### src/logic/surf_defs.svh
`ifndef SURF_DEFS_SVH
`define SURF_DEFS_SVH

// Control bus geometry.
`define SURF_DATA_W 32
`define SURF_ADR_W 20
`define SURF_SEL_W 4
`define SURF_NUM_MASTERS 3

// Window number on top, word offset below it.
`define SURF_WIN_W 4
`define SURF_OFS_W 16

// Window map, 64K words each.
`define SURF_WIN_ID 4'd0
`define SURF_WIN_L4CTRL 4'd1
`define SURF_WIN_L4RAM 4'd2
`define SURF_WIN_RFP 4'd3

// Monitor timing inputs.
// Channel 11 has its differential pair swapped on the board.
`define SURF_MON_CH 12
`define SURF_MON_POL 12'h800

// Firmware version fields.
`define SURF_BOARDREV 4'd1
`define SURF_MONTH 4'd6
`define SURF_DAY 8'd27
`define SURF_MAJOR 4'd0
`define SURF_MINOR 4'd2
`define SURF_REVISION 8'd12

`endif
### src/logic/surf_board_pkg.sv
`include "surf_defs.svh"

package surf_board_pkg;

	// Firmware version word as read at offset 0 of the ID window.
	// Board revision sits in the top nibble.
	typedef struct packed {
		logic [3:0] boardrev;
		logic [3:0] month;
		logic [7:0] day;
		logic [3:0] major;
		logic [3:0] minor;
		logic [7:0] revision;
	} version_t;

	// Board control register.
	// Bit 0 selects the bus clock source, bit 1 turns the local oscillator off.
	typedef struct packed {
		logic [25:0] rsvd;
		logic [3:0] led;
		logic osc_disable;
		logic clk_sel;
	} ctrl_reg_t;

	// Debug record of one master port, one per clock.
	// Data in the low 32 bits, strobes and response bits on top.
	typedef struct packed {
		logic rty;
		logic err;
		logic ack;
		logic we;
		logic stb;
		logic cyc;
		logic [`SURF_SEL_W-1:0] sel;
		logic [`SURF_ADR_W-1:0] adr;
		logic [`SURF_DATA_W-1:0] dat;
	} bus_capture_t;

endpackage

### src/logic/surf_bus_pkg.sv
`include "surf_defs.svh"

package surf_bus_pkg;

	// Window view of a word address.
	// The decoder looks at win, the slaves only see ofs.
	typedef struct packed {
		logic [`SURF_WIN_W-1:0] win;
		logic [`SURF_OFS_W-1:0] ofs;
	} wb_win_t;

	// Word address, read flat or split into window and offset.
	typedef union packed {
		logic [`SURF_ADR_W-1:0] flat;
		wb_win_t win_view;
	} wb_adr_t;

	// Master to slave side of the control bus.
	// Fields stay steady from stb until ack or err.
	typedef struct packed {
		logic cyc;
		logic stb;
		logic we;
		logic [`SURF_SEL_W-1:0] sel;
		wb_adr_t adr;
		logic [`SURF_DATA_W-1:0] dat;
	} wb_req_t;

	// Slave to master side.
	// Read data is valid only alongside ack.
	typedef struct packed {
		logic ack;
		logic err;
		logic [`SURF_DATA_W-1:0] dat;
	} wb_rsp_t;

endpackage

### src/logic/surf_top.sv
`include "surf_defs.svh"

module surf_top (
	input logic sys_clk,
	input logic arst_n_i,
	// PCI bridge, trigger-board link, debug bridge.
	input surf_bus_pkg::wb_req_t pcic_req_i,
	input surf_bus_pkg::wb_req_t turfc_req_i,
	input surf_bus_pkg::wb_req_t wbvio_req_i,
	output surf_bus_pkg::wb_rsp_t pcic_rsp_o,
	output surf_bus_pkg::wb_rsp_t turfc_rsp_o,
	output surf_bus_pkg::wb_rsp_t wbvio_rsp_o,
	input logic [`SURF_MON_CH-1:0] montiming_i,
	input logic div4_flag_i,
	output logic clk_sel_o,
	output logic local_osc_en_o,
	output logic [3:0] led_o,
	output logic [`SURF_MON_CH-1:0] montiming_o,
	output logic sst_copy_o,
	output surf_board_pkg::bus_capture_t debug_o
);

	surf_bus_pkg::wb_req_t m_req [`SURF_NUM_MASTERS];
	surf_bus_pkg::wb_rsp_t m_rsp [`SURF_NUM_MASTERS];
	surf_bus_pkg::wb_req_t id_req;
	surf_bus_pkg::wb_rsp_t id_rsp;
	surf_bus_pkg::wb_req_t mon_req;
	surf_bus_pkg::wb_rsp_t mon_rsp;

	// Master order sets the priority, PCI first.
	assign m_req[0] = pcic_req_i;
	assign m_req[1] = turfc_req_i;
	assign m_req[2] = wbvio_req_i;
	assign pcic_rsp_o = m_rsp[0];
	assign turfc_rsp_o = m_rsp[1];
	assign wbvio_rsp_o = m_rsp[2];

	wbc_intercon u_intercon (
		.sys_clk(sys_clk),
		.arst_n_i(arst_n_i),
		.m_req_i(m_req),
		.m_rsp_o(m_rsp),
		.id_req_o(id_req),
		.id_rsp_i(id_rsp),
		.mon_req_o(mon_req),
		.mon_rsp_i(mon_rsp),
		.debug_o(debug_o)
	);

	// Window 0.
	surf_id_ctrl u_id_ctrl (
		.sys_clk(sys_clk),
		.arst_n_i(arst_n_i),
		.req_i(id_req),
		.rsp_o(id_rsp),
		.clk_sel_o(clk_sel_o),
		.local_osc_en_o(local_osc_en_o),
		.led_o(led_o)
	);

	// Window 1, where the LAB4 controller used to sit.
	timing_monitor u_timing_monitor (
		.sys_clk(sys_clk),
		.arst_n_i(arst_n_i),
		.req_i(mon_req),
		.rsp_o(mon_rsp),
		.montiming_i(montiming_i),
		.div4_flag_i(div4_flag_i),
		.montiming_o(montiming_o),
		.sst_copy_o(sst_copy_o)
	);

endmodule

### src/logic/timing_monitor.sv
`include "surf_defs.svh"

module timing_monitor (
	input logic sys_clk,
	input logic arst_n_i,
	input surf_bus_pkg::wb_req_t req_i,
	output surf_bus_pkg::wb_rsp_t rsp_o,
	input logic [`SURF_MON_CH-1:0] montiming_i,
	input logic div4_flag_i,
	output logic [`SURF_MON_CH-1:0] montiming_o,
	output logic sst_copy_o
);

	localparam logic [`SURF_OFS_W-1:0] ofs_sample = 16'd0;
	localparam logic [`SURF_OFS_W-1:0] ofs_seen = 16'd1;
	localparam int pad_w = `SURF_DATA_W - `SURF_MON_CH;

	logic hit;
	logic clr_en;
	logic ack_q;
	logic [`SURF_DATA_W-1:0] dat_q;
	logic [`SURF_MON_CH-1:0] mon_q;
	logic [`SURF_MON_CH-1:0] seen_q;
	logic [`SURF_MON_CH-1:0] clr;
	logic [1:0] div4_q;
	logic sst_q;

	assign hit = req_i.cyc & req_i.stb & ~ack_q;
	assign clr_en = hit & req_i.we & (req_i.adr.win_view.ofs == ofs_seen);
	// Write ones to clear.
	assign clr = clr_en ? req_i.dat[`SURF_MON_CH-1:0] : '0;

	// Sampler with polarity fix.
	// Swapped pairs come in inverted.
	always_ff @(posedge sys_clk or negedge arst_n_i) begin
		if (!arst_n_i) begin
			mon_q <= '0;
			seen_q <= '0;
			ack_q <= 1'b0;
		end else begin
			mon_q <= montiming_i ^ `SURF_MON_POL;
			// Clear wins in the write cycle, a live bit sets again next cycle.
			seen_q <= (seen_q | mon_q) & ~clr;
			ack_q <= hit;
		end
	end

	always_ff @(posedge sys_clk) begin
		case (req_i.adr.win_view.ofs)
			ofs_sample: dat_q <= {{pad_w{1'b0}}, mon_q};
			ofs_seen: dat_q <= {{pad_w{1'b0}}, seen_q};
			default: dat_q <= '0;
		endcase
	end

	assign rsp_o = '{ack: ack_q, err: 1'b0, dat: dat_q};
	assign montiming_o = mon_q;

	// SST copy.
	// Set by the div-by-4 flag, cleared when the flag leaves the two-stage delay.
	always_ff @(posedge sys_clk or negedge arst_n_i) begin
		if (!arst_n_i) begin
			div4_q <= '0;
			sst_q <= 1'b0;
		end else begin
			div4_q <= {div4_q[0], div4_flag_i};
			if (div4_flag_i)
				sst_q <= 1'b1;
			else if (div4_q[1])
				sst_q <= 1'b0;
		end
	end

	assign sst_copy_o = sst_q;

	// With isolated flags the copy is gone three cycles after the flag.
	a_sst_width: assert property (@(posedge sys_clk) disable iff (!arst_n_i)
		div4_flag_i ##1 (!div4_flag_i) [*3] |-> !sst_q);

endmodule

### src/logic/surf_id_ctrl.sv
`include "surf_defs.svh"

module surf_id_ctrl (
	input logic sys_clk,
	input logic arst_n_i,
	input surf_bus_pkg::wb_req_t req_i,
	output surf_bus_pkg::wb_rsp_t rsp_o,
	output logic clk_sel_o,
	output logic local_osc_en_o,
	output logic [3:0] led_o
);

	// Register offsets inside the ID window.
	localparam logic [`SURF_OFS_W-1:0] ofs_version = 16'd0;
	localparam logic [`SURF_OFS_W-1:0] ofs_ctrl = 16'd1;
	localparam logic [`SURF_OFS_W-1:0] ofs_scratch = 16'd2;

	// Fixed version word.
	localparam surf_board_pkg::version_t version_c = '{
		boardrev: `SURF_BOARDREV,
		month: `SURF_MONTH,
		day: `SURF_DAY,
		major: `SURF_MAJOR,
		minor: `SURF_MINOR,
		revision: `SURF_REVISION
	};

	logic hit;
	logic wr_ctrl;
	logic wr_scratch;
	logic ack_q;
	logic [`SURF_DATA_W-1:0] dat_q;
	logic [`SURF_DATA_W-1:0] scratch_q;
	surf_board_pkg::ctrl_reg_t ctrl_q;

	// Byte-lane merge of new write data into an old word.
	function automatic logic [`SURF_DATA_W-1:0] merge_bytes(
		input logic [`SURF_DATA_W-1:0] old_w,
		input logic [`SURF_DATA_W-1:0] new_w,
		input logic [`SURF_SEL_W-1:0] sel
	);
		logic [`SURF_DATA_W-1:0] res;
		res = old_w;
		for (int b = 0; b < `SURF_SEL_W; b++) begin
			if (sel[b])
				res[8*b +: 8] = new_w[8*b +: 8];
		end
		return res;
	endfunction

	// Serve a strobe once, the cycle our own ack is low.
	assign hit = req_i.cyc & req_i.stb & ~ack_q;
	assign wr_ctrl = hit & req_i.we & (req_i.adr.win_view.ofs == ofs_ctrl);
	assign wr_scratch = hit & req_i.we & (req_i.adr.win_view.ofs == ofs_scratch);

	always_ff @(posedge sys_clk or negedge arst_n_i) begin
		if (!arst_n_i) begin
			ack_q <= 1'b0;
			ctrl_q <= '0;
		end else begin
			ack_q <= hit;
			if (wr_ctrl)
				ctrl_q <= merge_bytes(ctrl_q, req_i.dat, req_i.sel);
		end
	end

	// Scratch word and read data.
	// Read data lines up with the ack.
	always_ff @(posedge sys_clk) begin
		if (wr_scratch)
			scratch_q <= merge_bytes(scratch_q, req_i.dat, req_i.sel);
		case (req_i.adr.win_view.ofs)
			ofs_version: dat_q <= version_c;
			ofs_ctrl: dat_q <= ctrl_q;
			ofs_scratch: dat_q <= scratch_q;
			default: dat_q <= '0;
		endcase
	end

	assign rsp_o = '{ack: ack_q, err: 1'b0, dat: dat_q};

	// Board controls.
	// The oscillator enable pin is active high, the register bit is a disable.
	assign clk_sel_o = ctrl_q.clk_sel;
	assign local_osc_en_o = ~ctrl_q.osc_disable;
	assign led_o = ctrl_q.led;

	// The strobe is still held when the ack comes back.
	a_ack_after_stb: assert property (@(posedge sys_clk) disable iff (!arst_n_i)
		ack_q |-> req_i.cyc && req_i.stb);

endmodule

### src/logic/wbc_intercon.sv
`include "surf_defs.svh"

module wbc_intercon (
	input logic sys_clk,
	input logic arst_n_i,
	input surf_bus_pkg::wb_req_t m_req_i [`SURF_NUM_MASTERS],
	output surf_bus_pkg::wb_rsp_t m_rsp_o [`SURF_NUM_MASTERS],
	output surf_bus_pkg::wb_req_t id_req_o,
	input surf_bus_pkg::wb_rsp_t id_rsp_i,
	output surf_bus_pkg::wb_req_t mon_req_o,
	input surf_bus_pkg::wb_rsp_t mon_rsp_i,
	output surf_board_pkg::bus_capture_t debug_o
);

	// One bit per master, index 0 is the PCI bridge.
	logic [`SURF_NUM_MASTERS-1:0] grant_q;
	logic [`SURF_NUM_MASTERS-1:0] grant_d;
	// Request of whoever owns the bus, zero when idle.
	surf_bus_pkg::wb_req_t oreq;
	surf_bus_pkg::wb_rsp_t bus_rsp;
	logic id_sel;
	logic mon_sel;
	logic bad_sel;
	logic err_q;
	surf_board_pkg::bus_capture_t debug_q;

	// Owner mux.
	// The grant is one-hot, so an OR of the masked requests is enough.
	always_comb begin
		oreq = '0;
		for (int i = 0; i < `SURF_NUM_MASTERS; i++) begin
			if (grant_q[i])
				oreq = oreq | m_req_i[i];
		end
	end

	// Fixed priority.
	// Scan from the lowest priority up so the lowest index wins.
	always_comb begin
		grant_d = grant_q;
		if (grant_q == '0) begin
			for (int i = `SURF_NUM_MASTERS - 1; i >= 0; i--) begin
				if (m_req_i[i].cyc) begin
					grant_d = '0;
					grant_d[i] = 1'b1;
				end
			end
		end else if (!oreq.cyc) begin
			// Owner dropped cyc, bus goes idle for one cycle.
			grant_d = '0;
		end
	end

	always_ff @(posedge sys_clk or negedge arst_n_i) begin
		if (!arst_n_i)
			grant_q <= '0;
		else
			grant_q <= grant_d;
	end

	// Window decode from the top address bits.
	always_comb begin
		id_sel = 1'b0;
		mon_sel = 1'b0;
		bad_sel = 1'b0;
		case (oreq.adr.win_view.win)
			`SURF_WIN_ID: id_sel = 1'b1;
			`SURF_WIN_L4CTRL: mon_sel = 1'b1;
			// LAB4 RAM and RF power stay decoded but have nothing behind them.
			`SURF_WIN_L4RAM, `SURF_WIN_RFP: bad_sel = 1'b1;
			default: bad_sel = 1'b1;
		endcase
	end

	// Same request to both slaves, only the strobe is steered.
	always_comb begin
		id_req_o = oreq;
		id_req_o.stb = oreq.stb & id_sel;
		mon_req_o = oreq;
		mon_req_o.stb = oreq.stb & mon_sel;
	end

	// Error for unmapped windows, one cycle after the strobe.
	// A held strobe is answered only once.
	always_ff @(posedge sys_clk or negedge arst_n_i) begin
		if (!arst_n_i)
			err_q <= 1'b0;
		else
			err_q <= oreq.cyc & oreq.stb & bad_sel & ~err_q;
	end

	// Response routing, no register on the way back.
	always_comb begin
		bus_rsp = '0;
		if (id_sel)
			bus_rsp = id_rsp_i;
		else if (mon_sel)
			bus_rsp = mon_rsp_i;
		bus_rsp.err = bus_rsp.err | err_q;
		for (int i = 0; i < `SURF_NUM_MASTERS; i++) begin
			// Masters without the grant see nothing and keep waiting.
			m_rsp_o[i] = grant_q[i] ? bus_rsp : '0;
		end
	end

	// PCI port capture.
	// Write data on writes, returned data on reads.
	always_ff @(posedge sys_clk) begin
		debug_q.dat <= m_req_i[0].we ? m_req_i[0].dat : m_rsp_o[0].dat;
		debug_q.adr <= m_req_i[0].adr.flat;
		debug_q.sel <= m_req_i[0].sel;
		debug_q.cyc <= m_req_i[0].cyc;
		debug_q.stb <= m_req_i[0].stb;
		debug_q.we <= m_req_i[0].we;
		debug_q.ack <= m_rsp_o[0].ack;
		debug_q.err <= m_rsp_o[0].err;
		// This bus never retries.
		debug_q.rty <= 1'b0;
	end

	assign debug_o = debug_q;

	// Never two owners at once.
	a_grant_onehot: assert property (@(posedge sys_clk) disable iff (!arst_n_i)
		$onehot0(grant_q));

	// Slave ack and decoder error must not collide.
	a_ack_err_excl: assert property (@(posedge sys_clk) disable iff (!arst_n_i)
		!(bus_rsp.ack && bus_rsp.err));

endmodule

### config.mk
export PLATFORM = sky130hd
export DESIGN_NAME = surf_top
export DESIGN_NICKNAME = d
export VERILOG_FILES = /design/src/logic/surf_board_pkg.sv /design/src/logic/surf_bus_pkg.sv /design/src/logic/surf_top.sv /design/src/logic/timing_monitor.sv /design/src/logic/surf_id_ctrl.sv /design/src/logic/wbc_intercon.sv
export VERILOG_INCLUDE_DIRS = /design/src /design/src/logic
export SDC_FILE = /design/constraint.sdc
export NUM_CORES = 1
export LEC_CHECK = 0
export BUFFER_PORTS_ARGS = -buffer_cell sky130_fd_sc_hd__buf_2
export CAP_MARGIN = 10
export CORE_AREA = 2 2 147 149
export CTS_CLUSTER_DIAMETER = 30
export DETAILED_ROUTE_END_ITERATION = 10
export DIE_AREA = 0 0 149 151
export PLACE_DENSITY = 0.68
export SLEW_MARGIN = 20
export SYNTH_ARGS = -nofsm -noshare
export SYNTH_HDL_FRONTEND = slang
export SYNTH_SLANG_ARGS = --single-unit
### constraint.sdc
create_clock -name sys_clk -period 6.16 [get_ports sys_clk]
set_input_delay 1.232 -clock sys_clk [delete_from_list [all_inputs] [get_ports sys_clk]]
set_output_delay 1.232 -clock sys_clk [all_outputs]
set_load 0.005 [all_outputs]
### Yosys cells after proc, flatten, opt, wreduce, memory -nomap -nowiden

Index checks and enable logic that the tools add are counted.

* mux-type cells: 22
* eq/ne operators: 5
* reductions and logical operators: 14
* bitwise logic cells: 25

Operators with widths (number)
* $mux W59: 3
* $mux W34: 5
* $or A59 B59 Y59: 2
* $pmux W32 S3: 1
* $mux W32: 1
* $pmux W12 S2: 1
* $reduce_and A2 Y1: 9
* $eq A16 B1 Y1 const B: 1
* $eq A16 B2 Y1 const B: 1
* $logic_not A16 Y1: 1
* $mux W3: 5
* $and A1 B1 Y1: 14
* $and A12 B12 Y12: 1
* $mux W12: 1
* $not A12 Y12: 1
* $or A12 B12 Y12: 1
* $mux W1: 5
* $not A1 Y1: 5
* $eq A4 B1 Y1 const B: 1
* $logic_not A4 Y1: 1
* $ne A4 B4 Y1 const B: 1
* $logic_not A3 Y1: 1
* $ne A2 B2 Y1 const B: 1
* $reduce_bool A2 Y1: 1
* 2 further kinds: 2

* logic and storage cells: 95
* input port bits: 192
* output and inout port bits: 183
* bits in registers: 202

### Depth between registers and ports, before layout

* depth in word-level cells: 15
* mapped depth: 8
* gate-level depth less buffers: 5

### Modules after synthesis

A second synthesis with hierarchy kept.

* cells, all modules: 855
* area, all modules: 9467.8 µm²

Modules (own cells, without submodules)
* wbc_intercon: cells each 513, area an instance 4187.8 µm², times used 1
* surf_id_ctrl: cells each 214, area an instance 3651.0 µm², times used 1
* timing_monitor: cells each 128, area an instance 1629.1 µm², times used 1

### Least setup slack after synthesis

Ideal clock, no wire load.

* path type: input port to output port
* from: input port pcic_req_i[48] (netlist name)
* to: output port turfc_rsp_o[12] (netlist name)
* cell stages on the path: 6
* buffers on the path: 2
* data arrival time: 2.566 ns
* path slack: 2.362 ns
* data required time: 4.928 ns
* cell sequence: a222oi_1 inv_1 nor2_4 buf_2 clkbuf_1 and3_1

RTL lines
* from (decl): line surf_top.sv:7 `input surf_bus_pkg::wb_req_t pcic_req_i,`
* to (decl): line surf_top.sv:11 `output surf_bus_pkg::wb_rsp_t turfc_rsp_o,`

==> summary.md <==
| Metric | Value |
|---|---|
| Run status | completed |
| Setup Viol. Count Final | 0 |
| Slew Limit Fails | 0 |
| Vias | 7450 |
| Vias/cell | roughly 5.2 |
| Root buffer cell | clkbuf_16 |
| Pwr Density | 463 nW/um^2 |
| Hold Path End | u_timing_monitor.div4_q[1] |
| CTS tree | yes |
| Prevailing post-synth register cell | dfxtp_1 |
| Leak | 0.00597 uW |
| R2r setup slk | roughly 2200 ps |
| Post-Syn Instances | 762 |
| IO Pins | 375 |
| Count leader, synth | nand2_1 |
| DR iter-0 viols | 510 |
| Synth top area share | 0.260 |
| Fraction of layout cells with a size suffix above 1 | 0.446 |
| Hold WS | 349 ps |
| CTS H-tree depth | 2 |
| Std-Cell Rows | 53 |
| DR DRC count | 0 |
| Initial Utilization | 0.388 |
| Worst IR Drop VDD | 0.245 mV |
| Final Core Density | 0.560 |
| Worst-Margin Slew | 1120 ps |
| Setup crit start kind | input pin |
| Worst hold stages | 0 |
| Fin crit period | 4740 ps |
| Worst flop-to-flop path endpoint | u_id_ctrl.scratch_q[10] |
| Die area | 22500 um^2 |
| Post-synth top cells | 114 x nand2_1, 105 x dfxtp_1, 75 x nor2_1 |
| Critical path endpoint category | output port |
| P&R area growth vs syn | 44.2% |
| Worst EP required | 4930 ps |
| Largest net degree at the start of global routing | 70 |
| Dominant cells by area after synthesis | dfxtp_1 26%, dfrtp_1 20%, edfxtp_1 12% |
| Fraction of registers with async set/reset | 0.322 |
| Worst Path Class, Setup | in -> out |
| Port bufs | roughly 370 |
| Post-Route WL | 27.2 mm |
| HPWL Detailed | 19.1 mm |
| CTS resizes | 0 |
| Distinct cells, synth | a little over 40 |
| EDFF count, synth | 32 |
| RR Startpoint | u_intercon.grant_q[0] |
| Ys Warns | 0 |
| Gpl congestion | 0.820 |
| # Post-CTS Setup Buffers | 0 |
| Post-layout net count | approximately 1300 |
| Drt pass-1 iters | 5 |
| CP arrival | 3510 ps |
| Max transition margin | 0.250 |
| Fin. Hold Viols | 0 |
| Seq/Total Area, Yosys | 0.580 |
| Die Ht | between 150 and 200 um |
| CP max FO | 62 |
| Post-Syn Area | 8080 um^2 |
| First-pass GRT wire length | between 30 and 40 mm |
| Setup TNS | 0 ps |
| Num Clock Sinks | 202 |
| Syn Area/Cell | 10.6 um^2 |
| Clk pin slew, worst setup/hold paths | about 40 ps |
| Max cap viols | 0 |
| Wire per inst | between 15 and 20 um |
| Total Routing Usage GR | 0.231 |
| Number of global-route vias before repair | 7018 |
| Synth Register Bits | 202 |
| Overflow after GRT | 0 |
| Max Buffers Root-to-Sink | 3 |
| Fmax | 211 MHz |
| RSZ-0062 raised after global routing | no |
| Worst Hold Class | reg -> reg |
| Clock latency on the worst-skew pair | 520 ps |
| Synth area leader | dfxtp_1 |
| Antenna Nets Post-Route | 0 |
| Post-Place Cell Area | 10100 um^2 |
| Design area | between 10000 and 15000 um^2 |
| CTS Hold Bufs | 0 |
| Core area | 20800 um^2 |
| Clk_skew | 12.6 ps |
| Total CTS buffers | between 40 and 50 |
| Syn_nets | 954 |
| Period utilisation layout | 0.770 |
| Hold Crit Start | u_timing_monitor.div4_q[0] |
| Antenna violations before repair | 5 |
| Die W | between 100 and 150 um |
| Reg2reg path depth | 7 |
-- cell type report --
type | instances | area (um^2)
Antenna cell | 6 | 15.0
Inverter | 8 | 30.0
Tap cell | 275 | 344
Clock buffer | 53 | 1220
Sequential cell | 202 | 4690
Clock inverter | 27 | 354
Fill cell | 1846 | 9170
Timing Repair Buffer | 380 | 1920
Multi-Input combinational cell | 489 | 3080
-- state kept, by name, summed over array words and instances (netlist names), 2 cells and up --
name / flops
u_timing_monitor.montiming_o: 12
u_intercon.grant_q: 3
u_timing_monitor.div4_q: 2
u_id_ctrl.ctrl_q: 27
u_id_ctrl.led_o: 4
u_id_ctrl.dat_q: 32
u_intercon.debug_o: 61
u_id_ctrl.scratch_q: 32
u_timing_monitor.dat_q: 12
u_timing_monitor.seen_q: 12
-- cells in the final DEF (no fill, tap or decap), drive strengths merged, types with 2 or more instances in the layout --
cell / synthesis / final
a21o: 2 / 2
a21oi: 23 / 23
a222oi: 8 / 8
a22o: 25 / 25
a22oi: 49 / 49
a31oi: 12 / 12
a41o: 3 / 3
and2: 7 / 7
and3: 61 / 61
and3b: 3 / 3
and4: 3 / 3
buf: 22 / 380
bufinv: 0 / 6
clkbuf: 41 / 53
clkinv: 0 / 15
clkinvlp: 0 / 4
dfrtp: 65 / 65
dfxtp: 105 / 105
diode: 0 / 6
edfxtp: 32 / 32
inv: 8 / 10
mux2: 51 / 51
nand2: 114 / 114
nand4: 5 / 5
nor2: 76 / 76
nor3: 3 / 3
nor4: 9 / 9
o21ai: 14 / 14
o31ai: 13 / 13
-- power breakdown --
group / switching (uW) / internal (uW) / total, uW
sequential: 102 / 1540 / 1640
combinational: 935 / 405 / 1340
clock: 748 / 1670 / 2420
total: 1790 / 3610 / 5400
-- worst max-delay path, cell delays in order --
cell	delay, ps
buf_2	100
nor3_1	330
o221ai_1	300
nor2_4	550
buf_4	560
and3_1	270
buf_2	130
-- kinds of logic (layout without fill, tap and decap cells) --
family | after synthesis | in the layout | share of synthesized area
other | 1 | 7 | 0.000464
AND/OR/NAND/NOR | 284 | 284 | 0.171
flip-flops | 202 | 202 | 0.580
buffers and inverters | 71 | 468 | 0.0395
multiplexers | 52 | 52 | 0.0732
AO/OA/AOI/OAI | 152 | 152 | 0.136
-- worst max-delay path by stage --
stage	from	endpoint	slack, ps	cells after the start
after floorplan	pcic_req_i[48]	turfc_rsp_o[12]	2360	6
after detailed placement	wbvio_req_i[49]	pcic_rsp_o[33]	1270	7
after global routing	u_intercon.grant_q[0]	pcic_rsp_o[22]	1230	7
final	wbvio_req_i[49]	pcic_rsp_o[17]	1420	7
after global placement	wbvio_req_i[49]	pcic_rsp_o[33]	1360	7
after CTS	wbvio_req_i[49]	pcic_rsp_o[33]	1280	7
-- through the flow --
stage	setup slack [ps]	cells	total power, uW
floorplan	2360	762	2520
global placement	1360	1354	2990
detailed placement	1270	1354	3000
CTS	1280	1434	5430
global route	1230	1438	5680
finish	1420	1440	5400
-- layer usage --
metal | wire (um) | GRT usage | vias to the layer above
met4 | 708 | 0.0919 | 0
met2 | 13500 | 0.386 | 333
met1 | 11000 | 0.293 | 3578
met5 | 0 | 0 | -
met3 | 2030 | 0.0503 | 57
li1 | - | - | 3482
No activity file was read; power rests on OpenSTA's default activity.
